===== src/common/cdd_link_pkg.sv =====
package cdd_link_pkg;

	////////////////////////////////////////////////////////////////////////////
	// serial link to the core's cd drive port
	////////////////////////////////////////////////////////////////////////////

	// bits per byte on com_cdata and com_hdata
	localparam int CDD_BITS_PER_BYTE = 8;

	// counts the bits of the byte in flight
	typedef logic [2:0] cdd_bit_idx_t;

	// sequencer state
	// sync byte is byte 0, the one with com_sync_n held low
	typedef enum logic [1:0] {
		SEQ_IDLE,
		SEQ_SYNC_BYTE,
		SEQ_DATA_BYTE
	} cdd_seq_state_e;

endpackage


===== src/common/cdd_packet_pkg.sv =====
package cdd_packet_pkg;

	////////////////////////////////////////////////////////////////////////////
	// packet layout shared by the host mailbox and the byte sequencer
	////////////////////////////////////////////////////////////////////////////

	// one byte as it travels on the link
	typedef logic [7:0] cdd_byte_t;

	// status and command packets are the same size
	localparam int CDD_PACKET_BYTES = 12;

	// position of a byte inside a packet
	typedef logic [3:0] cdd_byte_idx_t;

	// index of the final byte of an exchange
	localparam cdd_byte_idx_t CDD_LAST_BYTE = cdd_byte_idx_t'(CDD_PACKET_BYTES - 1);

	// byte 0 sits in bits 7:0
	typedef cdd_byte_t [CDD_PACKET_BYTES-1:0] cdd_packet_t;

endpackage

===== src/common/cdd_byte_if.sv =====
// one byte at a time between the sequencer and the bit shifter
interface cdd_byte_if import cdd_packet_pkg::*; ();

	// sequencer to shifter
	logic      load;
	cdd_byte_t tx_byte;

	// shifter to sequencer, rx_byte valid while done is high
	cdd_byte_t rx_byte;
	logic      done;

	modport sequencer (
		output load,
		output tx_byte,
		input  rx_byte,
		input  done
	);

	modport shifter (
		input  load,
		input  tx_byte,
		output rx_byte,
		output done
	);

endinterface


===== src/common/cdd_xfer_if.sv =====
// packet handoff between the host mailbox and the byte sequencer
interface cdd_xfer_if import cdd_packet_pkg::*; ();

	// mailbox to sequencer
	logic        start;
	cdd_packet_t stat_packet;

	// sequencer to mailbox, packet valid while cmd_ready is high
	cdd_packet_t cmd_packet;
	logic        cmd_ready;

	modport mailbox (
		output start,
		output stat_packet,
		input  cmd_packet,
		input  cmd_ready
	);

	modport sequencer (
		input  start,
		input  stat_packet,
		output cmd_packet,
		output cmd_ready
	);

endinterface


===== src/verilog/cdd_bridge.sv =====
module cdd_bridge import cdd_packet_pkg::*; #(
	parameter int HOLD_OFF_CYCLES = 16
) (
	input  logic        clk_sys,
	input  logic        reset,

	// host mailbox
	input  cdd_packet_t host_stat_packet,
	input  logic        host_stat_toggle,
	output cdd_packet_t host_cmd_packet,
	output logic        host_cmd_toggle,

	// core cd drive port
	input  logic        com_clk,
	input  logic        com_hdata,
	output logic        com_cdata,
	output logic        com_req_n,
	output logic        com_sync_n
);

	cdd_xfer_if xfer_bus ();
	cdd_byte_if byte_bus ();

	cdd_host_mailbox #(
		.HOLD_OFF_CYCLES (HOLD_OFF_CYCLES)
	) u_mailbox (
		.clk_sys          (clk_sys),
		.reset            (reset),
		.host_stat_packet (host_stat_packet),
		.host_stat_toggle (host_stat_toggle),
		.host_cmd_packet  (host_cmd_packet),
		.host_cmd_toggle  (host_cmd_toggle),
		.xfer             (xfer_bus.mailbox)
	);

	cdd_byte_sequencer u_sequencer (
		.clk_sys    (clk_sys),
		.reset      (reset),
		.com_sync_n (com_sync_n),
		.xfer       (xfer_bus.sequencer),
		.bytes      (byte_bus.sequencer)
	);

	cdd_bit_shifter u_shifter (
		.clk_sys   (clk_sys),
		.reset     (reset),
		.com_clk   (com_clk),
		.com_hdata (com_hdata),
		.com_cdata (com_cdata),
		.com_req_n (com_req_n),
		.bytes     (byte_bus.shifter)
	);

endmodule


===== src/cdd/cdd_bit_shifter.sv =====
module cdd_bit_shifter import cdd_packet_pkg::*, cdd_link_pkg::*; (
	input  logic clk_sys,
	input  logic reset,

	input  logic com_clk,
	input  logic com_hdata,
	output logic com_cdata,
	output logic com_req_n,

	cdd_byte_if.shifter bytes
);

	logic         com_clk_q;
	logic         clk_rise;
	logic         clk_fall;
	logic         busy;
	logic         last_bit;
	cdd_bit_idx_t bit_cnt;
	cdd_byte_t    tx_shift;
	cdd_byte_t    rx_shift;

	// com_clk is already in the clk_sys domain
	assign clk_rise = com_clk && !com_clk_q;
	assign clk_fall = !com_clk && com_clk_q;
	assign last_bit = (bit_cnt == cdd_bit_idx_t'(CDD_BITS_PER_BYTE - 1));

	always_ff @(posedge clk_sys) begin
		if (reset) begin
			com_clk_q  <= 1'b0;
			busy       <= 1'b0;
			bit_cnt    <= '0;
			com_cdata  <= 1'b0;
			com_req_n  <= 1'b1;
			bytes.done <= 1'b0;
		end else begin
			com_clk_q  <= com_clk;
			bytes.done <= 1'b0;
			if (bytes.load) begin
				// a load over a byte in flight drops that byte
				busy      <= 1'b1;
				bit_cnt   <= '0;
				com_req_n <= 1'b0;
			end else if (busy && clk_fall) begin
				com_cdata <= tx_shift[0];
			end else if (busy && clk_rise) begin
				// the core has taken the request once it clocks
				com_req_n <= 1'b1;
				bit_cnt   <= bit_cnt + 3'd1;
				if (last_bit) begin
					busy       <= 1'b0;
					bytes.done <= 1'b1;
				end
			end
		end
	end

	// shift registers, lsb first in both directions
	always_ff @(posedge clk_sys) begin
		if (bytes.load)
			tx_shift <= bytes.tx_byte;
		else if (busy && clk_fall)
			tx_shift <= {1'b0, tx_shift[7:1]};
		if (!bytes.load && busy && clk_rise)
			rx_shift <= {com_hdata, rx_shift[7:1]};
	end

	assign bytes.rx_byte = rx_shift;

endmodule


===== src/cdd/cdd_byte_sequencer.sv =====
module cdd_byte_sequencer import cdd_packet_pkg::*, cdd_link_pkg::*; (
	input  logic clk_sys,
	input  logic reset,

	output logic com_sync_n,

	cdd_xfer_if.sequencer xfer,
	cdd_byte_if.sequencer bytes
);

	cdd_seq_state_e state;
	cdd_byte_idx_t  byte_idx;
	cdd_byte_idx_t  next_idx;
	cdd_byte_idx_t  tx_idx;
	cdd_packet_t    cmd_q;
	logic           byte_done;
	logic           last_byte;

	assign byte_done = bytes.done && (state != SEQ_IDLE);
	assign last_byte = (byte_idx == CDD_LAST_BYTE);
	assign next_idx  = byte_idx + 4'd1;

	////////////////////////////////////////////////////////////////////////////
	// byte issue
	////////////////////////////////////////////////////////////////////////////

	// start always restarts at byte 0, even over a byte in flight
	assign tx_idx = (xfer.start || last_byte) ? '0 : next_idx;

	assign bytes.load    = xfer.start || (byte_done && !last_byte);
	assign bytes.tx_byte = xfer.stat_packet[tx_idx];

	// low for the whole of byte 0, starting with the load itself
	assign com_sync_n = !(xfer.start || (state == SEQ_SYNC_BYTE));

	////////////////////////////////////////////////////////////////////////////
	// state and byte index
	////////////////////////////////////////////////////////////////////////////

	always_ff @(posedge clk_sys) begin
		if (reset) begin
			state          <= SEQ_IDLE;
			byte_idx       <= '0;
			xfer.cmd_ready <= 1'b0;
		end else begin
			xfer.cmd_ready <= 1'b0;
			if (xfer.start) begin
				state    <= SEQ_SYNC_BYTE;
				byte_idx <= '0;
			end else if (byte_done) begin
				if (last_byte) begin
					state          <= SEQ_IDLE;
					byte_idx       <= '0;
					xfer.cmd_ready <= 1'b1;
				end else begin
					state    <= SEQ_DATA_BYTE;
					byte_idx <= next_idx;
				end
			end
		end
	end

	// received command bytes land at the index they were exchanged on
	always_ff @(posedge clk_sys) begin
		if (byte_done && !xfer.start)
			cmd_q[byte_idx] <= bytes.rx_byte;
	end

	assign xfer.cmd_packet = cmd_q;

endmodule


===== src/cdd/cdd_host_mailbox.sv =====
module cdd_host_mailbox import cdd_packet_pkg::*; #(
	parameter int HOLD_OFF_CYCLES = 16
) (
	input  logic        clk_sys,
	input  logic        reset,

	input  cdd_packet_t host_stat_packet,
	input  logic        host_stat_toggle,
	output cdd_packet_t host_cmd_packet,
	output logic        host_cmd_toggle,

	cdd_xfer_if.mailbox xfer
);

	localparam int HOLD_W = $clog2(HOLD_OFF_CYCLES);

	logic              stat_toggle_seen;
	logic              toggle_change;
	logic              hold_pending;
	logic [HOLD_W-1:0] hold_cnt;
	logic              hold_expired;
	logic              publish;
	cdd_packet_t       stat_latch;
	cdd_packet_t       stat_q;

	assign toggle_change = (host_stat_toggle != stat_toggle_seen);
	assign hold_expired  = hold_pending && (hold_cnt == '0);

	// an exchange that was overtaken by a new toggle is not published
	assign publish = xfer.cmd_ready && !hold_pending && !toggle_change;

	////////////////////////////////////////////////////////////////////////////
	// toggle detection and hold-off
	////////////////////////////////////////////////////////////////////////////

	always_ff @(posedge clk_sys) begin
		if (reset) begin
			stat_toggle_seen <= 1'b0;
			hold_pending     <= 1'b0;
			hold_cnt         <= '0;
			xfer.start       <= 1'b0;
		end else begin
			xfer.start <= 1'b0;
			if (toggle_change) begin
				// new status, restart the hold-off even mid exchange
				stat_toggle_seen <= host_stat_toggle;
				hold_pending     <= 1'b1;
				hold_cnt         <= HOLD_W'(HOLD_OFF_CYCLES - 1);
			end else if (hold_expired) begin
				hold_pending <= 1'b0;
				xfer.start   <= 1'b1;
			end else if (hold_pending) begin
				hold_cnt <= hold_cnt - 1'b1;
			end
		end
	end

	// status staging, handed to the sequencer together with start
	always_ff @(posedge clk_sys) begin
		if (toggle_change)
			stat_latch <= host_stat_packet;
		if (hold_expired && !toggle_change)
			stat_q <= stat_latch;
	end

	assign xfer.stat_packet = stat_q;

	////////////////////////////////////////////////////////////////////////////
	// command publishing
	////////////////////////////////////////////////////////////////////////////

	always_ff @(posedge clk_sys) begin
		if (reset)
			host_cmd_toggle <= 1'b0;
		else if (publish)
			host_cmd_toggle <= ~host_cmd_toggle;
	end

	always_ff @(posedge clk_sys) begin
		if (publish)
			host_cmd_packet <= xfer.cmd_packet;
	end

endmodule


===== config.mk =====
export PLATFORM = sky130hd
export DESIGN_NAME = cdd_bridge
export DESIGN_NICKNAME = d
export VERILOG_FILES = /design/src/common/cdd_link_pkg.sv /design/src/common/cdd_packet_pkg.sv /design/src/common/cdd_byte_if.sv /design/src/common/cdd_xfer_if.sv /design/src/verilog/cdd_bridge.sv /design/src/cdd/cdd_bit_shifter.sv /design/src/cdd/cdd_byte_sequencer.sv /design/src/cdd/cdd_host_mailbox.sv
export SDC_FILE = /design/constraint.sdc
export NUM_CORES = 1
export LEC_CHECK = 0
export ABC_AREA = 1
export BUFFER_PORTS_ARGS = -buffer_cell sky130_fd_sc_hd__buf_2
export CAP_MARGIN = 25
export CORE_ASPECT_RATIO = 1.4
export CORE_MARGIN = 2
export CORE_UTILIZATION = 35
export DETAILED_ROUTE_END_ITERATION = 10
export PLACE_DENSITY = 0.52
export SYNTH_ARGS = -nofsm -noshare
export SYNTH_HDL_FRONTEND = slang
export SYNTH_SLANG_ARGS = --single-unit

===== constraint.sdc =====
create_clock -name clk_sys -period 14.1 [get_ports clk_sys]
set_clock_uncertainty 0.15 [all_clocks]
set_input_delay 0 -clock clk_sys [delete_from_list [all_inputs] [get_ports clk_sys]]
set_output_delay 0 -clock clk_sys [all_outputs]
set_load 0.01 [all_outputs]

# ---- Yosys cells after proc, flatten, opt, wreduce, memory -nomap -nowiden
# Index checks and enable logic that the tools add are counted.
dict set report classes {
  addsub 3
  multipliers 0
  n_div 0
  n_lt_le_gt_ge 3
  n_eq_ne 6
  shifts 0
  n_mux 27
  bitwise_logic 5
  reduce_logical 43
}
# cell count
set ops {}
lappend ops {{$bwmux 96} 1}
lappend ops {{$bmux 8 s4} 1}
lappend ops {{$demux 8 s4} 1}
lappend ops {{$mux 8} 4}
lappend ops {{$mux 4} 5}
lappend ops {{$logic_and 1x1->1} 14}
lappend ops {{$mux 1} 14}
lappend ops {{$reduce_bool 2->1} 7}
lappend ops {{$lt 4x5->1 const B} 2}
lappend ops {{$logic_not 1->1} 8}
lappend ops {{$reduce_and 2->1} 4}
lappend ops {{$reduce_or 2->1} 3}
lappend ops {{$not 1->1} 5}
lappend ops {{$add 4x1->4 const B} 1}
lappend ops {{$eq 4x4->1 const B} 1}
lappend ops {{$ge 4x1->1 const B} 1}
lappend ops {{$logic_not 4->1} 1}
lappend ops {{$ne 2x1->1 const B} 2}
lappend ops {{$reduce_or 4->1} 1}
lappend ops {{$sub 4x1->4 const B} 1}
lappend ops {{$add 3x1->3 const B} 1}
lappend ops {{$eq 3x3->1 const B} 1}
lappend ops {{$logic_or 1x1->1} 3}
lappend ops {{$reduce_and 3->1} 1}
lappend ops {{4 further kinds} 4}
dict set report totals {
  regBits 423
  latch_bits 0
  mem_bits_rw 0
  rom_bits 0
  input_bits 101
  output_inout_bits 100
  word_cells 152
  mem_count 0
}

# ---- Depth between registers and ports, before layout
dict set report logic_depth {
  depth_word 7
  depth_mapped 11
  mapped_depth_nobuf 10
}

# ---- Cells and area by module
# From an unflattened synthesis, not the netlist that was laid out.
dict set report hier_totals {
  cells_unflattened 888
  hier_area_um2 14664.1
}
# module n_inst cells_per_inst area_each_um2 seq_area_each_um2
set modules_own_cells {}
lappend modules_own_cells {cdd_host_mailbox 1 351 9068.7 8808.4}
lappend modules_own_cells {cdd_byte_sequencer 1 450 4657.0 3022.9}
lappend modules_own_cells {cdd_bit_shifter 1 87 938.4 640.6}

# ---- Worst setup path after synthesis
# OpenSTA, ideal clock, no wires.
dict set report synth_path {
  kind {reg-to-reg}
  startpoint {reg u_mailbox.stat_toggle_seen}
  endpoint {reg u_mailbox.stat_q (netlist bit u_mailbox.xfer.stat_packet[0]) (enable)}
  setup_ns 1.355
  arrival_time_ns 11.199
  required_time_ns 12.595
  slack_ns 1.397
  stages_incl_launch_ff 3
  path_buffers 0
  period_less_slack_ns 12.703
  cell_sequence {dfxtp_1 xor2_1 nor2_1}
}
dict set report synth_via {
  elab_chain_cells 3
}
# item line_no
set synth_rtl {}
lappend synth_rtl {{start: declaration} cdd_host_mailbox.sv:17} ;# logic stat_toggle_seen;
lappend synth_rtl {{start signal: assignment} cdd_host_mailbox.sv:46} ;# stat_toggle_seen <= host_stat_toggle;
lappend synth_rtl {{$ne 1x1->1} cdd_host_mailbox.sv:26} ;# assign toggle_change = (host_stat_toggle != stat_toggle_seen);
lappend synth_rtl {{net u_mailbox.toggle_change} cdd_host_mailbox.sv:18} ;# logic toggle_change;
lappend synth_rtl {{$logic_not 1->1} cdd_host_mailbox.sv:62} ;# if (hold_expired && !toggle_change)
lappend synth_rtl {{$logic_and 1x1->1} cdd_host_mailbox.sv:62}
lappend synth_rtl {{end signal: assignment} cdd_host_mailbox.sv:63} ;# stat_q <= stat_latch;
lappend synth_rtl {{end: declaration} cdd_host_mailbox.sv:24} ;# cdd_packet_t stat_q;
# The timed path passes the listed nets, and every way through them passes these cells.
# A chain may end at the register's enable or synchronous reset.

# ---- Worst setup path after layout
dict set report layout_path {
  startpoint {reg u_sequencer.byte_idx[1]}
  endpoint {reg u_shifter.tx_shift[5], data pin}
}
dict set report layout_via {
  elab_chain_cells 6
  word_cells_on_any_way 10
  cone_classes {add/sub: 1; eq/ne: 1; mux: 4; reduce/logical: 4}
}
# item line_no
set layout_rtl {}
lappend layout_rtl {{start: declaration} cdd_byte_sequencer.sv:12} ;# cdd_byte_idx_t byte_idx;
lappend layout_rtl {{start signal: assignment} cdd_byte_sequencer.sv:57} ;# byte_idx <= next_idx;
lappend layout_rtl {{parallel branches: the longest is 5 deep, another holds $add 4x1->4} n/a}
lappend layout_rtl {{$mux 8 *} cdd_bit_shifter.sv:59} ;# if (bytes.load)
lappend layout_rtl {{end signal: assignment} cdd_bit_shifter.sv:60} ;# tx_shift <= bytes.tx_byte;
lappend layout_rtl {{end signal: assignment} cdd_bit_shifter.sv:62} ;# tx_shift <= {1'b0, tx_shift[7:1]};
lappend layout_rtl {{end: declaration} cdd_bit_shifter.sv:19} ;# cdd_byte_t tx_shift;
# Mark *: on every way between the ends. The select of a mux whose other input is x is not followed.

==> out/metrics.cfg <==
[timing]
rsz0062_at_grt=no
fmax_mhz=336
slew_headroom_pct=38.8
slew_viol_final=0
worstMarginPinSlew_ps=918
fin_crit_ps=2980
min_period_over_period_pct=21.1
final.setup.tns_ps=0
setup_viol=0
whs_ps=26.9
setup_ws_ps=11120
hold_violations=0

[critical_path]
reg2reg_slack_ps=11120
cp_max_fo=44
critPathSlowestCell=nand3_4
cp_num_buf_inv=2
crit_family=simple AND/OR/NAND/NOR gates
cp.required_ps=14340
setup.worst_path.end_class=flop
max_stage_delay_ps=600
worstSetupStartpointType=flop
cp_cell_sequence=ha_1 -> nand3_4 -> nand3_4 -> clkinv_1 -> nand2_1 -> nand3_1 -> nand2_1 -> inv_2 -> a21oi_2
cp.arrival_ps=3220
crit_type=reg2reg

[grt]
antenna_found_initial=0
grt_max_degree=75
grt_pass1_wl_mm=43.9
grt-ovfl-total=0
track_usage_pct=13.3
grt_pass1_vias=7903

[die]
dieWidth_um=177
io_pins=201
floorplan.rows=88
initial_utilization_pct=35.6
die_area_um2=43600
core_area_um2=41300
die_h_um=246

[final_layout]
final_cells=1765
multi_input_area_um2=1740
drive_above_1_share_pct=26.6
area_delta_synth_final_pct=27.6
nets=1304
final_core_util_pct=45.4
antenna_cells=0
seq_area_um2=12500
fill_cells=3610
final_cell_area_um2=18700

[yosys]
synth_edf_count=400
synthesis.area_um2=14700
yosysUniqueCellTypes=32
synth_area_leaders=edfxtp_1 (82%), dfxtp_1 (3.1%), nand3_1 (2.0%)
syn_inst=853
synthTopCellsByCount=edfxtp_1 (400), inv_1 (78), nand2_1 (78)
synth_top_area_cell=edfxtp_1
ys_ff_latch=423
yosysSeqAreaShare_pct=85.0
yosysWarnings=0
syn_nets=962
synth_top_area_share_pct=81.8
synth_flop_cell=edfxtp_1
yosysMostFrequentCell=edfxtp_1
async_flop_share_pct=0
synth.avg_cell_area_um2=17.2

[cts]
clkTransAtPathRegs_ps=60
cts_tree=yes
root_buffer=clkbuf_16
cts_sinks=423
clock_latency_ps=530
h-tree-depth=2
cts_buffer_depth=3
cts_resized=0
cts_inserted_buffers=40

[routing]
ant_nets=0
wl_per_cell_um=16.4
route.detailed.drc=0
viasPerCell=4.39
dr.pass1.iters=5
finalWirelength_mm=28.9
vias=7751
drt_iter0_drc=640

[run]
maxCapViolCount=0

[run_status]
status=finished, final reports clean

[pwr]
power.density_nw_per_um2=136
finalPower_mw=2.56
peakVddDrop_uv=112
p_leak_nw=6.97

[placed_design]
dp.cells=1581
placed_area_um2=16300
port-buffer-count=200
dp.final_hpwl_mm=18.8
dp_slack_ps=10990
gp_congestion=0.794

[hold_path]
hold_class=in2reg

==> kinds of logic (layout without fill, tap and decap cells) <==
family / Yosys count / count (layout) / share of synthesized area [%]
buffers and inverters: 112 / 484 / 3.34
AND/OR/NAND/NOR: 261 / 261 / 8.92
XOR/XNOR: 4 / 4 / 0.290
AO/OA/AOI/OAI: 45 / 45 / 1.81
adder cells (fa/ha/maj): 8 / 8 / 0.682
flip-flops: 423 / 423 / 85.0
==> state kept, by name (all words and copies together) (netlist names), 2 cells and up <==
signal,count
u_mailbox.hold_cnt,4
u_mailbox.host_cmd_packet,96
u_mailbox.stat_latch,96
u_mailbox.xfer.stat_packet,96
u_sequencer.byte_idx,4
u_sequencer.state,2
u_sequencer.xfer.cmd_packet,96
u_shifter.bit_cnt,3
u_shifter.bytes.rx_byte,8
u_shifter.tx_shift,8
==> worst paths after layout <==
kind / start / to / cells past startpoint
worst max-delay path: u_sequencer.byte_idx[1] / u_shifter.tx_shift[5] / 9
worst min-delay path: host_stat_packet[36] / u_mailbox.stat_latch[36] / 2
worst max register to register: u_sequencer.byte_idx[1] / u_shifter.tx_shift[5] / 9
worst min register to register: u_mailbox.stat_latch[71] / u_mailbox.xfer.stat_packet[71] / 0
==> report_power, final <==
group / switching (mW) / leakage (nW) / internal (mW) / total (mW)
clock: 0.449 / 0.631 / 0.612 / 1.06
combinational: 0.0390 / 2.48 / 0.0379 / 0.0769
sequential: 0.0123 / 3.86 / 1.41 / 1.42
==> metal layers <==
metal | vias to the layer above | part of all wire [%] | global-route usage (%) | wire length (um)
li1 | 3787 | - | - | -
met1 | 3687 | 39 | 15.2 | 11400
met2 | 226 | 53 | 24.4 | 15300
met3 | 51 | 5.1 | 2.47 | 1470
met4 | 0 | 2.7 | 4.86 | 790
met5 | - | 0 | 0 | 0
==> cell type report <==
class / instances / share of cell area [%]
clock buffers: 47 / 5.60
clock inverters: 25 / 1.33
inverters: 87 / 1.78
multi-input cells: 318 / 9.31
flip-flops and latches: 423 / 66.6
well taps: 540 / 3.61
repair buffers: 325 / 11.8
==> worst register-to-register path, delay by kind of cell, from the launching register on <==
kind / cells / cell delay [ps]
buffers and inverters: 2 / 450
AND/OR/NAND/NOR: 5 / 1390
AO/OA/AOI/OAI: 1 / 110
flip-flops: 1 / 420
adder cells (fa/ha/maj): 1 / 310
==> cells in the final DEF (no fill, tap or decap), types with 7 or more instances in the layout <==
cell,count
nor2_1,44
buf_4,13
buf_2,202
or2_2,7
a21oi_2,8
clkinv_2,10
inv_1,76
o21ai_1,11
nand4_1,40
ha_1,8
nand3_1,59
nand2_1,78
clkbuf_16,41
a21oi_1,16
edfxtp_1,400
nor2_2,8
nor3_1,14
dfxtp_1,23
dlygate4sd3_1,108
==> timing repair <==
action,4_1_cts,5_1_grt
hold endpoints to repair,132,0
hold buffers,108,0
endpoints found under the setup margin,0,0
buffers inserted,0,0
No activity file was read; power rests on OpenSTA's default activity.
